**src/logic/mmu_pkg.sv**
```systemverilog
`default_nettype none

package mmu_pkg;

    localparam int tlb_entries = 16;

    typedef logic [31:0] vaddr_t;
    typedef logic [31:0] paddr_t;
    typedef logic [18:0] vpn2_t;    // vaddr[31:13], one even/odd page pair
    typedef logic [19:0] pfn_t;
    typedef logic [7:0]  asid_t;
    typedef logic [3:0]  tlb_idx_t;
    typedef logic [2:0]  cattr_t;

    // one 4k page of an entry
    typedef struct packed {
        pfn_t   pfn;
        cattr_t c;
        logic   d;    // dirty, i.e. writable
        logic   v;
    } tlb_page_t;

    typedef struct packed {
        vpn2_t     vpn2;
        asid_t     asid;
        logic      g;       // ignore asid on match
        tlb_page_t even;    // vaddr[12] == 0
        tlb_page_t odd;
    } tlb_entry_t;

    typedef struct packed {
        logic   req;
        vaddr_t vaddr;
    } xlat_req_t;

    // registered lookup result, fields zero on a miss
    typedef struct packed {
        logic     valid;
        logic     found;
        tlb_idx_t index;
        paddr_t   paddr;
        cattr_t   c;
        logic     d;
        logic     v;
    } xlat_rsp_t;

endpackage

`default_nettype wire

```
**src/logic/cp0_pkg.sv**
```systemverilog
`default_nettype none

package cp0_pkg;

    typedef logic [4:0] cp0_sel_t;

    // register numbers for mtc0/mfc0
    localparam cp0_sel_t cp0_sel_index    = 5'd0;
    localparam cp0_sel_t cp0_sel_entrylo0 = 5'd2;
    localparam cp0_sel_t cp0_sel_entrylo1 = 5'd3;
    localparam cp0_sel_t cp0_sel_entryhi  = 5'd10;

    // index
    localparam int index_p_bit   = 31;  // probe failed
    localparam int index_idx_lsb = 0;

    // entrylo0 / entrylo1 share one layout
    localparam int lo_pfn_lsb = 6;
    localparam int lo_c_lsb   = 3;
    localparam int lo_d_bit   = 2;
    localparam int lo_v_bit   = 1;
    localparam int lo_g_bit   = 0;

    // entryhi
    localparam int hi_vpn2_lsb = 13;
    localparam int hi_asid_lsb = 0;

endpackage

`default_nettype wire

```
**src/logic/tlb_cp0_ctrl.sv**
```systemverilog
`timescale 1ns/1ps
`default_nettype none

module tlb_cp0_ctrl
    import mmu_pkg::*;
    import cp0_pkg::*;
(
    input  logic        aclk,
    input  logic        arst_n,
    input  logic        cp0_wr,
    input  cp0_sel_t    cp0_wsel,
    input  logic [31:0] cp0_wdata,
    input  cp0_sel_t    cp0_rsel,
    output logic [31:0] cp0_rdata,
    input  logic        tlbwi,
    input  logic        tlbp,
    output asid_t       cur_asid,
    output logic        entry_wr,
    output tlb_idx_t    entry_wr_idx,
    output tlb_entry_t  entry_wdata,
    output xlat_req_t   probe_req,
    input  xlat_rsp_t   probe_rsp
);

    logic      index_p;
    tlb_idx_t  index_q;
    vpn2_t     hi_vpn2;
    asid_t     hi_asid;
    tlb_page_t lo0_page;
    tlb_page_t lo1_page;
    logic      lo0_g;
    logic      lo1_g;
    tlb_page_t wr_page;     // entrylo fields of the write data

    function automatic logic [31:0] lo_word(tlb_page_t p, logic g);
        logic [31:0] w;
        w = '0;
        w[lo_pfn_lsb +: $bits(pfn_t)] = p.pfn;
        w[lo_c_lsb +: $bits(cattr_t)] = p.c;
        w[lo_d_bit]                   = p.d;
        w[lo_v_bit]                   = p.v;
        w[lo_g_bit]                   = g;
        return w;
    endfunction

    assign wr_page = '{pfn: cp0_wdata[lo_pfn_lsb +: $bits(pfn_t)],
                       c:   cp0_wdata[lo_c_lsb +: $bits(cattr_t)],
                       d:   cp0_wdata[lo_d_bit],
                       v:   cp0_wdata[lo_v_bit]};

    always_ff @(posedge aclk or negedge arst_n) begin
        if (!arst_n) begin
            index_p  <= 1'b0;
            index_q  <= '0;
            hi_vpn2  <= '0;
            hi_asid  <= '0;
            lo0_page <= '0;
            lo1_page <= '0;
            lo0_g    <= 1'b0;
            lo1_g    <= 1'b0;
        end else begin
            if (cp0_wr) begin
                case (cp0_wsel)
                    cp0_sel_entrylo0: begin
                        lo0_page <= wr_page;
                        lo0_g    <= cp0_wdata[lo_g_bit];
                    end
                    cp0_sel_entrylo1: begin
                        lo1_page <= wr_page;
                        lo1_g    <= cp0_wdata[lo_g_bit];
                    end
                    cp0_sel_entryhi: begin
                        hi_vpn2 <= cp0_wdata[hi_vpn2_lsb +: $bits(vpn2_t)];
                        hi_asid <= cp0_wdata[hi_asid_lsb +: $bits(asid_t)];
                    end
                    default: ;
                endcase
            end
            // probe result has priority over an index write in the same cycle
            if (probe_rsp.valid) begin
                index_p <= !probe_rsp.found;
                if (probe_rsp.found) begin
                    index_q <= probe_rsp.index;
                end
            end else if (cp0_wr && cp0_wsel == cp0_sel_index) begin
                index_p <= 1'b0;    // only a probe sets p
                index_q <= cp0_wdata[index_idx_lsb +: $bits(tlb_idx_t)];
            end
        end
    end

    always_comb begin
        cp0_rdata = '0;
        case (cp0_rsel)
            cp0_sel_index: begin
                cp0_rdata[index_p_bit]                       = index_p;
                cp0_rdata[index_idx_lsb +: $bits(tlb_idx_t)] = index_q;
            end
            cp0_sel_entrylo0: cp0_rdata = lo_word(lo0_page, lo0_g);
            cp0_sel_entrylo1: cp0_rdata = lo_word(lo1_page, lo1_g);
            cp0_sel_entryhi: begin
                cp0_rdata[hi_vpn2_lsb +: $bits(vpn2_t)] = hi_vpn2;
                cp0_rdata[hi_asid_lsb +: $bits(asid_t)] = hi_asid;
            end
            default: ;
        endcase
    end

    assign cur_asid = hi_asid;

    // tlbwi, entry built from this cycle's registers
    assign entry_wr     = tlbwi;
    assign entry_wr_idx = index_q;
    assign entry_wdata  = '{vpn2: hi_vpn2, asid: hi_asid, g: lo0_g & lo1_g,
                            even: lo0_page, odd: lo1_page};

    // tlbp searches the even page of the entryhi pair
    assign probe_req = '{req: tlbp, vaddr: {hi_vpn2, 13'd0}};

    a_tlb_op_excl : assert property (@(posedge aclk) disable iff (!arst_n)
        !(tlbwi && tlbp));

endmodule

`default_nettype wire

```
**src/logic/tlb_entry_array.sv**
```systemverilog
`timescale 1ns/1ps
`default_nettype none

module tlb_entry_array
    import mmu_pkg::*;
(
    input  logic       aclk,
    input  logic       arst_n,
    input  logic       entry_wr,
    input  tlb_idx_t   entry_wr_idx,
    input  tlb_entry_t entry_wdata,
    output tlb_entry_t entries [tlb_entries]
);

    logic [tlb_entries-1:0] wr_sel;    // one-hot write enable

    always_comb begin
        wr_sel               = '0;
        wr_sel[entry_wr_idx] = entry_wr;
    end

    for (genvar i = 0; i < tlb_entries; i++) begin : g_entry
        always_ff @(posedge aclk or negedge arst_n) begin
            if (!arst_n) begin
                entries[i] <= '0;   // vpn2 0 with v clear
            end else if (wr_sel[i]) begin
                entries[i] <= entry_wdata;
            end
        end
    end

    // an unknown index would corrupt an arbitrary entry
    a_wr_idx_known : assert property (@(posedge aclk) disable iff (!arst_n)
        entry_wr |-> !$isunknown(entry_wr_idx));

endmodule

`default_nettype wire

```
**src/logic/tlb_lookup.sv**
```systemverilog
`timescale 1ns/1ps
`default_nettype none

module tlb_lookup
    import mmu_pkg::*;
(
    input  logic       aclk,
    input  logic       arst_n,
    input  xlat_req_t  req,
    input  asid_t      asid,
    input  tlb_entry_t entries [tlb_entries],
    output xlat_rsp_t  rsp
);

    vpn2_t                  req_vpn2;
    logic                   odd_sel;
    logic [tlb_entries-1:0] match;
    logic                   hit;
    tlb_idx_t               hit_idx;
    tlb_page_t              page;
    xlat_rsp_t              rsp_d;

    assign req_vpn2 = req.vaddr[31:13];
    assign odd_sel  = req.vaddr[12];

    always_comb begin
        for (int i = 0; i < tlb_entries; i++) begin
            match[i] = (entries[i].vpn2 == req_vpn2) &&
                       (entries[i].g || entries[i].asid == asid);
        end
    end

    // scan down so the lowest matching index is the last one kept
    always_comb begin
        hit     = 1'b0;
        hit_idx = '0;
        for (int i = tlb_entries - 1; i >= 0; i--) begin
            if (match[i]) begin
                hit     = 1'b1;
                hit_idx = tlb_idx_t'(i);
            end
        end
    end

    assign page = odd_sel ? entries[hit_idx].odd : entries[hit_idx].even;

    always_comb begin
        rsp_d       = '0;
        rsp_d.valid = req.req;
        if (hit) begin
            rsp_d.found = 1'b1;
            rsp_d.index = hit_idx;
            rsp_d.paddr = {page.pfn, req.vaddr[11:0]};  // 4k page offset
            rsp_d.c     = page.c;
            rsp_d.d     = page.d;
            rsp_d.v     = page.v;
        end
    end

    always_ff @(posedge aclk or negedge arst_n) begin
        if (!arst_n) begin
            rsp <= '0;
        end else begin
            rsp <= rsp_d;
        end
    end

    // an unknown address on a live request poisons the translation
    a_req_addr_known : assert property (@(posedge aclk) disable iff (!arst_n)
        req.req |-> !$isunknown(req.vaddr));

endmodule

`default_nettype wire

```
**src/logic/tlb_mmu_top.sv**
```systemverilog
`timescale 1ns/1ps
`default_nettype none

module tlb_mmu_top
    import mmu_pkg::*;
    import cp0_pkg::*;
(
    input  logic        aclk,
    input  logic        arst_n,
    input  logic        cp0_wr,
    input  cp0_sel_t    cp0_wsel,
    input  logic [31:0] cp0_wdata,
    input  cp0_sel_t    cp0_rsel,
    output logic [31:0] cp0_rdata,
    input  logic        tlbwi,
    input  logic        tlbp,
    input  xlat_req_t   fetch_req,
    input  xlat_req_t   data_req,
    output xlat_rsp_t   fetch_rsp,
    output xlat_rsp_t   data_rsp
);

    asid_t      cur_asid;
    logic       entry_wr;
    tlb_idx_t   entry_wr_idx;
    tlb_entry_t entry_wdata;
    tlb_entry_t entries [tlb_entries];
    xlat_req_t  probe_req;
    xlat_rsp_t  probe_rsp;

    tlb_cp0_ctrl ctrl_i (
        .aclk         (aclk),
        .arst_n       (arst_n),
        .cp0_wr       (cp0_wr),
        .cp0_wsel     (cp0_wsel),
        .cp0_wdata    (cp0_wdata),
        .cp0_rsel     (cp0_rsel),
        .cp0_rdata    (cp0_rdata),
        .tlbwi        (tlbwi),
        .tlbp         (tlbp),
        .cur_asid     (cur_asid),
        .entry_wr     (entry_wr),
        .entry_wr_idx (entry_wr_idx),
        .entry_wdata  (entry_wdata),
        .probe_req    (probe_req),
        .probe_rsp    (probe_rsp)
    );

    tlb_entry_array array_i (
        .aclk         (aclk),
        .arst_n       (arst_n),
        .entry_wr     (entry_wr),
        .entry_wr_idx (entry_wr_idx),
        .entry_wdata  (entry_wdata),
        .entries      (entries)
    );

    // instruction fetch port
    tlb_lookup fetch_lookup_i (
        .aclk    (aclk),
        .arst_n  (arst_n),
        .req     (fetch_req),
        .asid    (cur_asid),
        .entries (entries),
        .rsp     (fetch_rsp)
    );

    tlb_lookup data_lookup_i (
        .aclk    (aclk),
        .arst_n  (arst_n),
        .req     (data_req),
        .asid    (cur_asid),
        .entries (entries),
        .rsp     (data_rsp)
    );

    tlb_lookup probe_lookup_i (     // tlbp search
        .aclk    (aclk),
        .arst_n  (arst_n),
        .req     (probe_req),
        .asid    (cur_asid),
        .entries (entries),
        .rsp     (probe_rsp)
    );

endmodule

`default_nettype wire

```
**config.mk**
```make
export PLATFORM = sky130hd
export DESIGN_NAME = tlb_mmu_top
export DESIGN_NICKNAME = d
export VERILOG_FILES = /design/src/logic/mmu_pkg.sv /design/src/logic/cp0_pkg.sv /design/src/logic/tlb_cp0_ctrl.sv /design/src/logic/tlb_entry_array.sv /design/src/logic/tlb_lookup.sv /design/src/logic/tlb_mmu_top.sv
export SDC_FILE = /design/constraint.sdc
export NUM_CORES = 2
export LEC_CHECK = 0
export BUFFER_PORTS_ARGS = -buffer_cell sky130_fd_sc_hd__buf_2
export CORE_MARGIN = 4
export CORE_UTILIZATION = 50
export CTS_BUF_LIST = sky130_fd_sc_hd__clkbuf_4 sky130_fd_sc_hd__clkbuf_8
export CTS_CLUSTER_SIZE = 24
export DETAILED_ROUTE_END_ITERATION = 7
export PLACE_DENSITY_LB_ADDON = 0.08
export SYNTH_ARGS = -nofsm -noshare
export SYNTH_HDL_FRONTEND = slang
export SYNTH_SLANG_ARGS = --single-unit
```
**constraint.sdc**
```tcl
create_clock -name aclk -period 5.8 [get_ports aclk]
set_input_delay 0.87 -clock aclk [delete_from_list [all_inputs] [get_ports aclk]]
set_output_delay 0.87 -clock aclk [all_outputs]
set_load 0.03 [all_outputs]
```
Word level (Yosys, flattened, before mapping)
Index checks and enable logic that the tools add are counted.
{"block": "classes", "magnitude_cmp": 5, "eq_ne": 71, "mux": 122, "bitwise": 5, "n_reduce_logical": 74}
{"op": "$bmux 78 s4", "count": 3}
{"op": "$eq 19x19->1", "count": 48}
{"op": "$mux 50", "count": 6}
{"op": "$mux 4", "count": 51}
{"op": "$eq 8x8->1", "count": 16}
{"op": "$mux 42", "count": 3}
{"op": "$pmux 18 s3", "count": 1}
{"op": "$mux 1", "count": 51}
{"op": "$logic_and 1x1->1", "count": 50}
{"op": "$mux 25", "count": 2}
{"op": "$eq 5x2->1 const B", "count": 4}
{"op": "$and 16x16->16", "count": 1}
{"op": "$logic_or 1x1->1", "count": 16}
{"op": "$pmux 4 s4", "count": 1}
{"op": "$ge 5x5->1 const B", "count": 3}
{"op": "$not 4->5", "count": 3}
{"op": "$pmux 4 s3", "count": 1}
{"op": "$eq 5x4->1 const B", "count": 2}
{"op": "$logic_not 5->1", "count": 2}
{"op": "$pmux 5 s2", "count": 1}
{"op": "$reduce_and 2->1", "count": 4}
{"op": "$lt 4x5->1 const B", "count": 1}
{"op": "$demux 1 s4", "count": 1}
{"op": "$ge 4x1->1 const B", "count": 1}
{"op": "5 further kinds", "count": 5}
{"block": "word_totals", "register_bits": 1424, "in_bits": 113, "output_inout_bits": 118, "word_cells": 484}

Logic depth before layout (Yosys ltp)
{"block": "depth", "word_depth": 25, "depth_mapped": 18, "mapped_depth_nobuf": 12}

Modules after synthesis
A second synthesis with hierarchy kept.
{"block": "unflattened", "hier_cells": 8713, "area_unflattened_um2": 92188.4}
{"mod": "tlb_entry_array", "n_inst": 1, "cells_per_inst": 2730, "area_each_um2": 46657.2, "seq_area_each_um2": 31230.0}
{"mod": "tlb_lookup at data_lookup_i ...", "n_inst": 2, "cells_per_inst": 1920, "area_each_um2": 13417.9, "seq_area_each_um2": 1076.0}
{"mod": "tlb_lookup at fetch_lookup_i", "n_inst": 1, "cells_per_inst": 1808, "area_each_um2": 14445.1, "seq_area_each_um2": 1076.0}
{"mod": "tlb_cp0_ctrl", "n_inst": 1, "cells_per_inst": 335, "area_each_um2": 4250.3, "seq_area_each_um2": 2102.0}

Worst setup path before layout
OpenSTA, ideal clock, no wires.
{"block": "synth_path", "path_kind": "input-to-reg", "startpoint": "input data_req[13] (netlist bit)", "endpoint": "register data_lookup_i.rsp[36] (netlist bit)", "setup_ns": 0.130, "t_arrival_ns": 3.565, "required_ns": 5.670, "path_slack_ns": 2.105, "path_stages": 14, "n_path_buf": 3, "cell_sequence": "clkbuf_1 -> buf_2 -> xor2_1 -> nor4_1 -> nand4_1 -> nor3_1 -> nor2_1 -> a21boi_0 -> o211ai_1 -> a21oi_1 -> clkbuf_1 -> a22oi_1 -> nand3_1 -> nand4_1"}
{"item": "start, declared", "line": "tlb_mmu_top.sv:18", "rtl": "input xlat_req_t data_req,"}
{"item": "end signal, assigned", "line": "tlb_lookup.sv:64", "rtl": "rsp <= rsp_d;"}
{"item": "end, declared", "line": "tlb_lookup.sv:12", "rtl": "output xlat_rsp_t rsp"}

==> results.txt <==
status -> complete, no violations
top routing layer used -> met5
Sequential Power Share -> 45.1%
hold buffers post-CTS -> 10
Clock Latency Late Sink -> 1.01 ns
CP Class -> reg2reg
cell area power density -> 446.7 mW/mm^2
fmax -> 201.3 MHz
Initial Utilization -> 50.40%
power share of the clock group -> 25.8%
Max Slew Vio Count -> 0
Root Buffer -> clkbuf_8
Synth async-reset ratio -> 100.0%
final WL -> 283.3 mm
Cells on Worst Hold Path -> 2
Avg Inst Size Synth -> 11.12 um^2
peak supply drop -> 0.0002717 V
area grow syn2layout -> 11.85%
H-tree depth -> 4
synth warn -> 0
postcts setup bufs -> 0
CTS buffer count -> 241
Port Buffers -> 230
utilization after layout -> 56.37%
power share of the combinational group -> 29.1%
Vias/cell -> 6.278
dpl hpwl -> 171.5 mm
clock sinks -> 1424
core area -> 0.1564 mm^2
EDFF count, synth -> 0
crit path capture type -> flop
Die ar. -> 0.1640 mm^2
vias in the first global route -> 59211
crit path launch type -> flop
Antenna Nets Post-Route -> 0
DIE HEIGHT -> 405.0 um
routed vias -> 59186
Hold WC Path Type -> in2reg
1st-iter DRT viols -> 6202
Routability Congestion -> 0.9608
Mapped Area -> 0.07881 mm^2
wl on met1 -> 121.1 mm
Max transition margin -> 14.42%
worst slew pin tran -> 1.275 ns
critical path required time -> 6.66 ns
Static Leak -> 39.31 nW
RSZ-0062 raised after global routing -> no
Cell Int Power -> 25.38 mW
Psw -> 14.00 mW
final hold vios -> 0
antenna violations before repair -> 12
DRT Pass-1 Iters -> 6
CP Data Arrival Time -> 5.83 ns
Sw Share -> 35.54%
first-pass GRT wire length -> 413.1 mm
CP Max Fanout -> 43
Filler Cells Inserted -> 13491
DRC -> 0
DR WL met2 -> 127.6 mm
Setup violations, final -> 0
Total Nets Final -> 7278
Die W -> 405.0 um
post-synth cell types -> 57
Post-synth top flop -> dfrtp_1
register area share after synthesis -> 45.21%
GRT overflow -> 0
fraction of layout cells with a size suffix above 1 -> 28.96%
min Tclk post-route -> 4.968 ns
period utilisation layout -> 85.65%
CTS tree -> done
met3 routed WL -> 21.96 mm
Synth Instances -> 7088
drt wl/cell -> 30.05 um
maxcap violations -> 0
largest net degree at the start of global routing -> 168
Yosys reg bits -> 1424
Max Root-Sink Buffers -> 3
post-cts sizing count -> 0
number of I/O pins -> 231
Tot GR Track Use -> 34.13%
Reg clk slew, reported paths -> 0.07 ns
final setup TNS -> 0 ns
Mapped Nets -> 7201
Rows -> 145
clock skew -> 0.07407 ns
cell count of the worst reg-to-reg path -> 14
## final cells by class
class                      instances  area (um^2)  area share [%]
clock buffer                     379         4760           5.399
tap                             2058         2575           2.921
multi-input combinational       5016        40610           46.06
sequential                      1424        35660           40.45
timing repair buffer             472         3796           4.306
clock inverter                    64        695.7          0.7891
inverter                          10        52.55         0.05961
antenna                            5        12.51         0.01419
## metal layers
| metal | vias up | global-route usage (%) |
|---|---|---|
| met3 | 693 | 6.458 |
| li1 | 25345 | - |
| met1 | 30562 | 47.26 |
| met5 | - | 0 |
| met4 | 10 | 13.98 |
| met2 | 2576 | 52.88 |
## kinds of logic after synthesis
family / Yosys count / share of synthesized area [%]
compound gates: 588 / 5.623
buf+inv: 648 / 3.589
flops: 1424 / 45.21
xor+xnor: 1040 / 11.56
simple gates: 1585 / 9.282
mux: 1803 / 24.74
## worst paths after layout
check                                                 start                                to  slack (ns)
setup / recovery             ctrl_i.cur_asid[0]$_DFFE_PN0P_  fetch_lookup_i.rsp[25]$_DFF_PN0_        0.83
hold / removal                                 fetch_req[0]   fetch_lookup_i.rsp[5]$_DFF_PN0_        0.09
setup reg to reg             ctrl_i.cur_asid[0]$_DFFE_PN0P_  fetch_lookup_i.rsp[25]$_DFF_PN0_        0.83
hold reg to reg            array_i.entries[596]$_DFFE_PN0P_  array_i.entries[596]$_DFFE_PN0P_        0.48
max in group asynchronous                            arst_n    ctrl_i.hi_vpn2[14]$_DFFE_PN0P_        3.76
min in group asynchronous                            arst_n  array_i.entries[291]$_DFFE_PN0P_        0.48
## flip-flops by register name, summed over array words and instances (netlist names)
register             flops
ctrl_i.entry_wdata      50
ctrl_i.lo0_g             1
ctrl_i.entry_wr_idx      4
ctrl_i.cur_asid          8
fetch_lookup_i.rsp      43
probe_lookup_i.rsp       6
data_lookup_i.rsp       43
ctrl_i.hi_vpn2          19
ctrl_i.lo1_g             1
array_i.entries       1248
ctrl_i.index_p           1
## power groups by stage
| stage | sequential, mW | combinational, mW | clock, mW |
|---|---|---|---|
| after CTS | 17.7 | 11.4 | 10.3 |
| after detailed placement | 17.8 | 11.4 | 0 |
| after floorplan | 16.2 | 9.18 | 0 |
| after global routing | 18.2 | 12.5 | 10.7 |
| final | 17.8 | 11.5 | 10.1 |
| after global placement | 17.7 | 11.1 | 0 |
## worst max-delay path, stage by stage (launching register included)
cell      delay, ns
dfrtp_1        0.82
xor2_1         0.14
nor4_1         0.57
a21oi_1        0.42
nor3_2         0.48
a211oi_1       0.11
o311ai_2       0.36
a21oi_4        0.16
inv_8          0.31
buf_12         0.35
buf_12         0.23
mux2i_1        0.10
a221oi_1       0.35
a22oi_1        0.15
o21ai_1        0.15
## placed cells by master, fill, tap and decap left out, types with 73 or more instances in the layout
cell / instances
dfrtp_1: 1405
mux2_2: 1157
nand2_1: 866
mux2i_1: 646
xor2_1: 568
xnor2_1: 472
clkbuf_8: 306
buf_2: 229
nand3_1: 219
buf_4: 169
a22oi_1: 152
nand4_1: 150
nor4_1: 144
a221oi_1: 123
a31oi_1: 77
clkbuf_4: 73
## cells in the mapped netlist, drive strengths merged, types with 5 or more instances
library cell  number  share of area (%)
a21oi             23               0.16
a221oi           123                1.4
a22o               5              0.056
a22oi            152                1.4
a31oi             77               0.61
a32oi             52               0.58
a41o               8               0.10
and2              29               0.23
and3              16               0.13
buf              246                1.7
clkbuf           392                1.9
dfrtp           1424                 45
inv               10              0.048
mux2            1157                 17
mux2i            646                8.2
nand2            873                4.2
nand2b            13               0.10
nand3            221                1.4
nand3b             5              0.048
nand4            150                1.2
nor2              54               0.26
nor2b              8              0.064
nor3              44               0.29
nor4             144                1.1
o2111ai           51               0.57
o21ai             68               0.44
o31ai             10              0.095
or3                9              0.071
xnor2            472                5.2
xor2             568                6.3
## metrics by stage
step           instances  area, um^2  hold slack [ns]  total power, mW  setup WS, ns
2_1_floorplan       7088       78810           0.4506            25.35         2.105
3_3_place_gp        8970       82590           0.4651            28.82        0.6530
3_5_place_dp        8970       82590           0.4736            29.18        0.7045
4_1_cts             9423       88140        0.0006574            39.40        0.8661
5_1_grt             9426       88150          0.01928            41.48        0.5644
6_report            9428       88160          0.08863            39.38        0.8320
No activity file was read; power rests on OpenSTA's default activity.
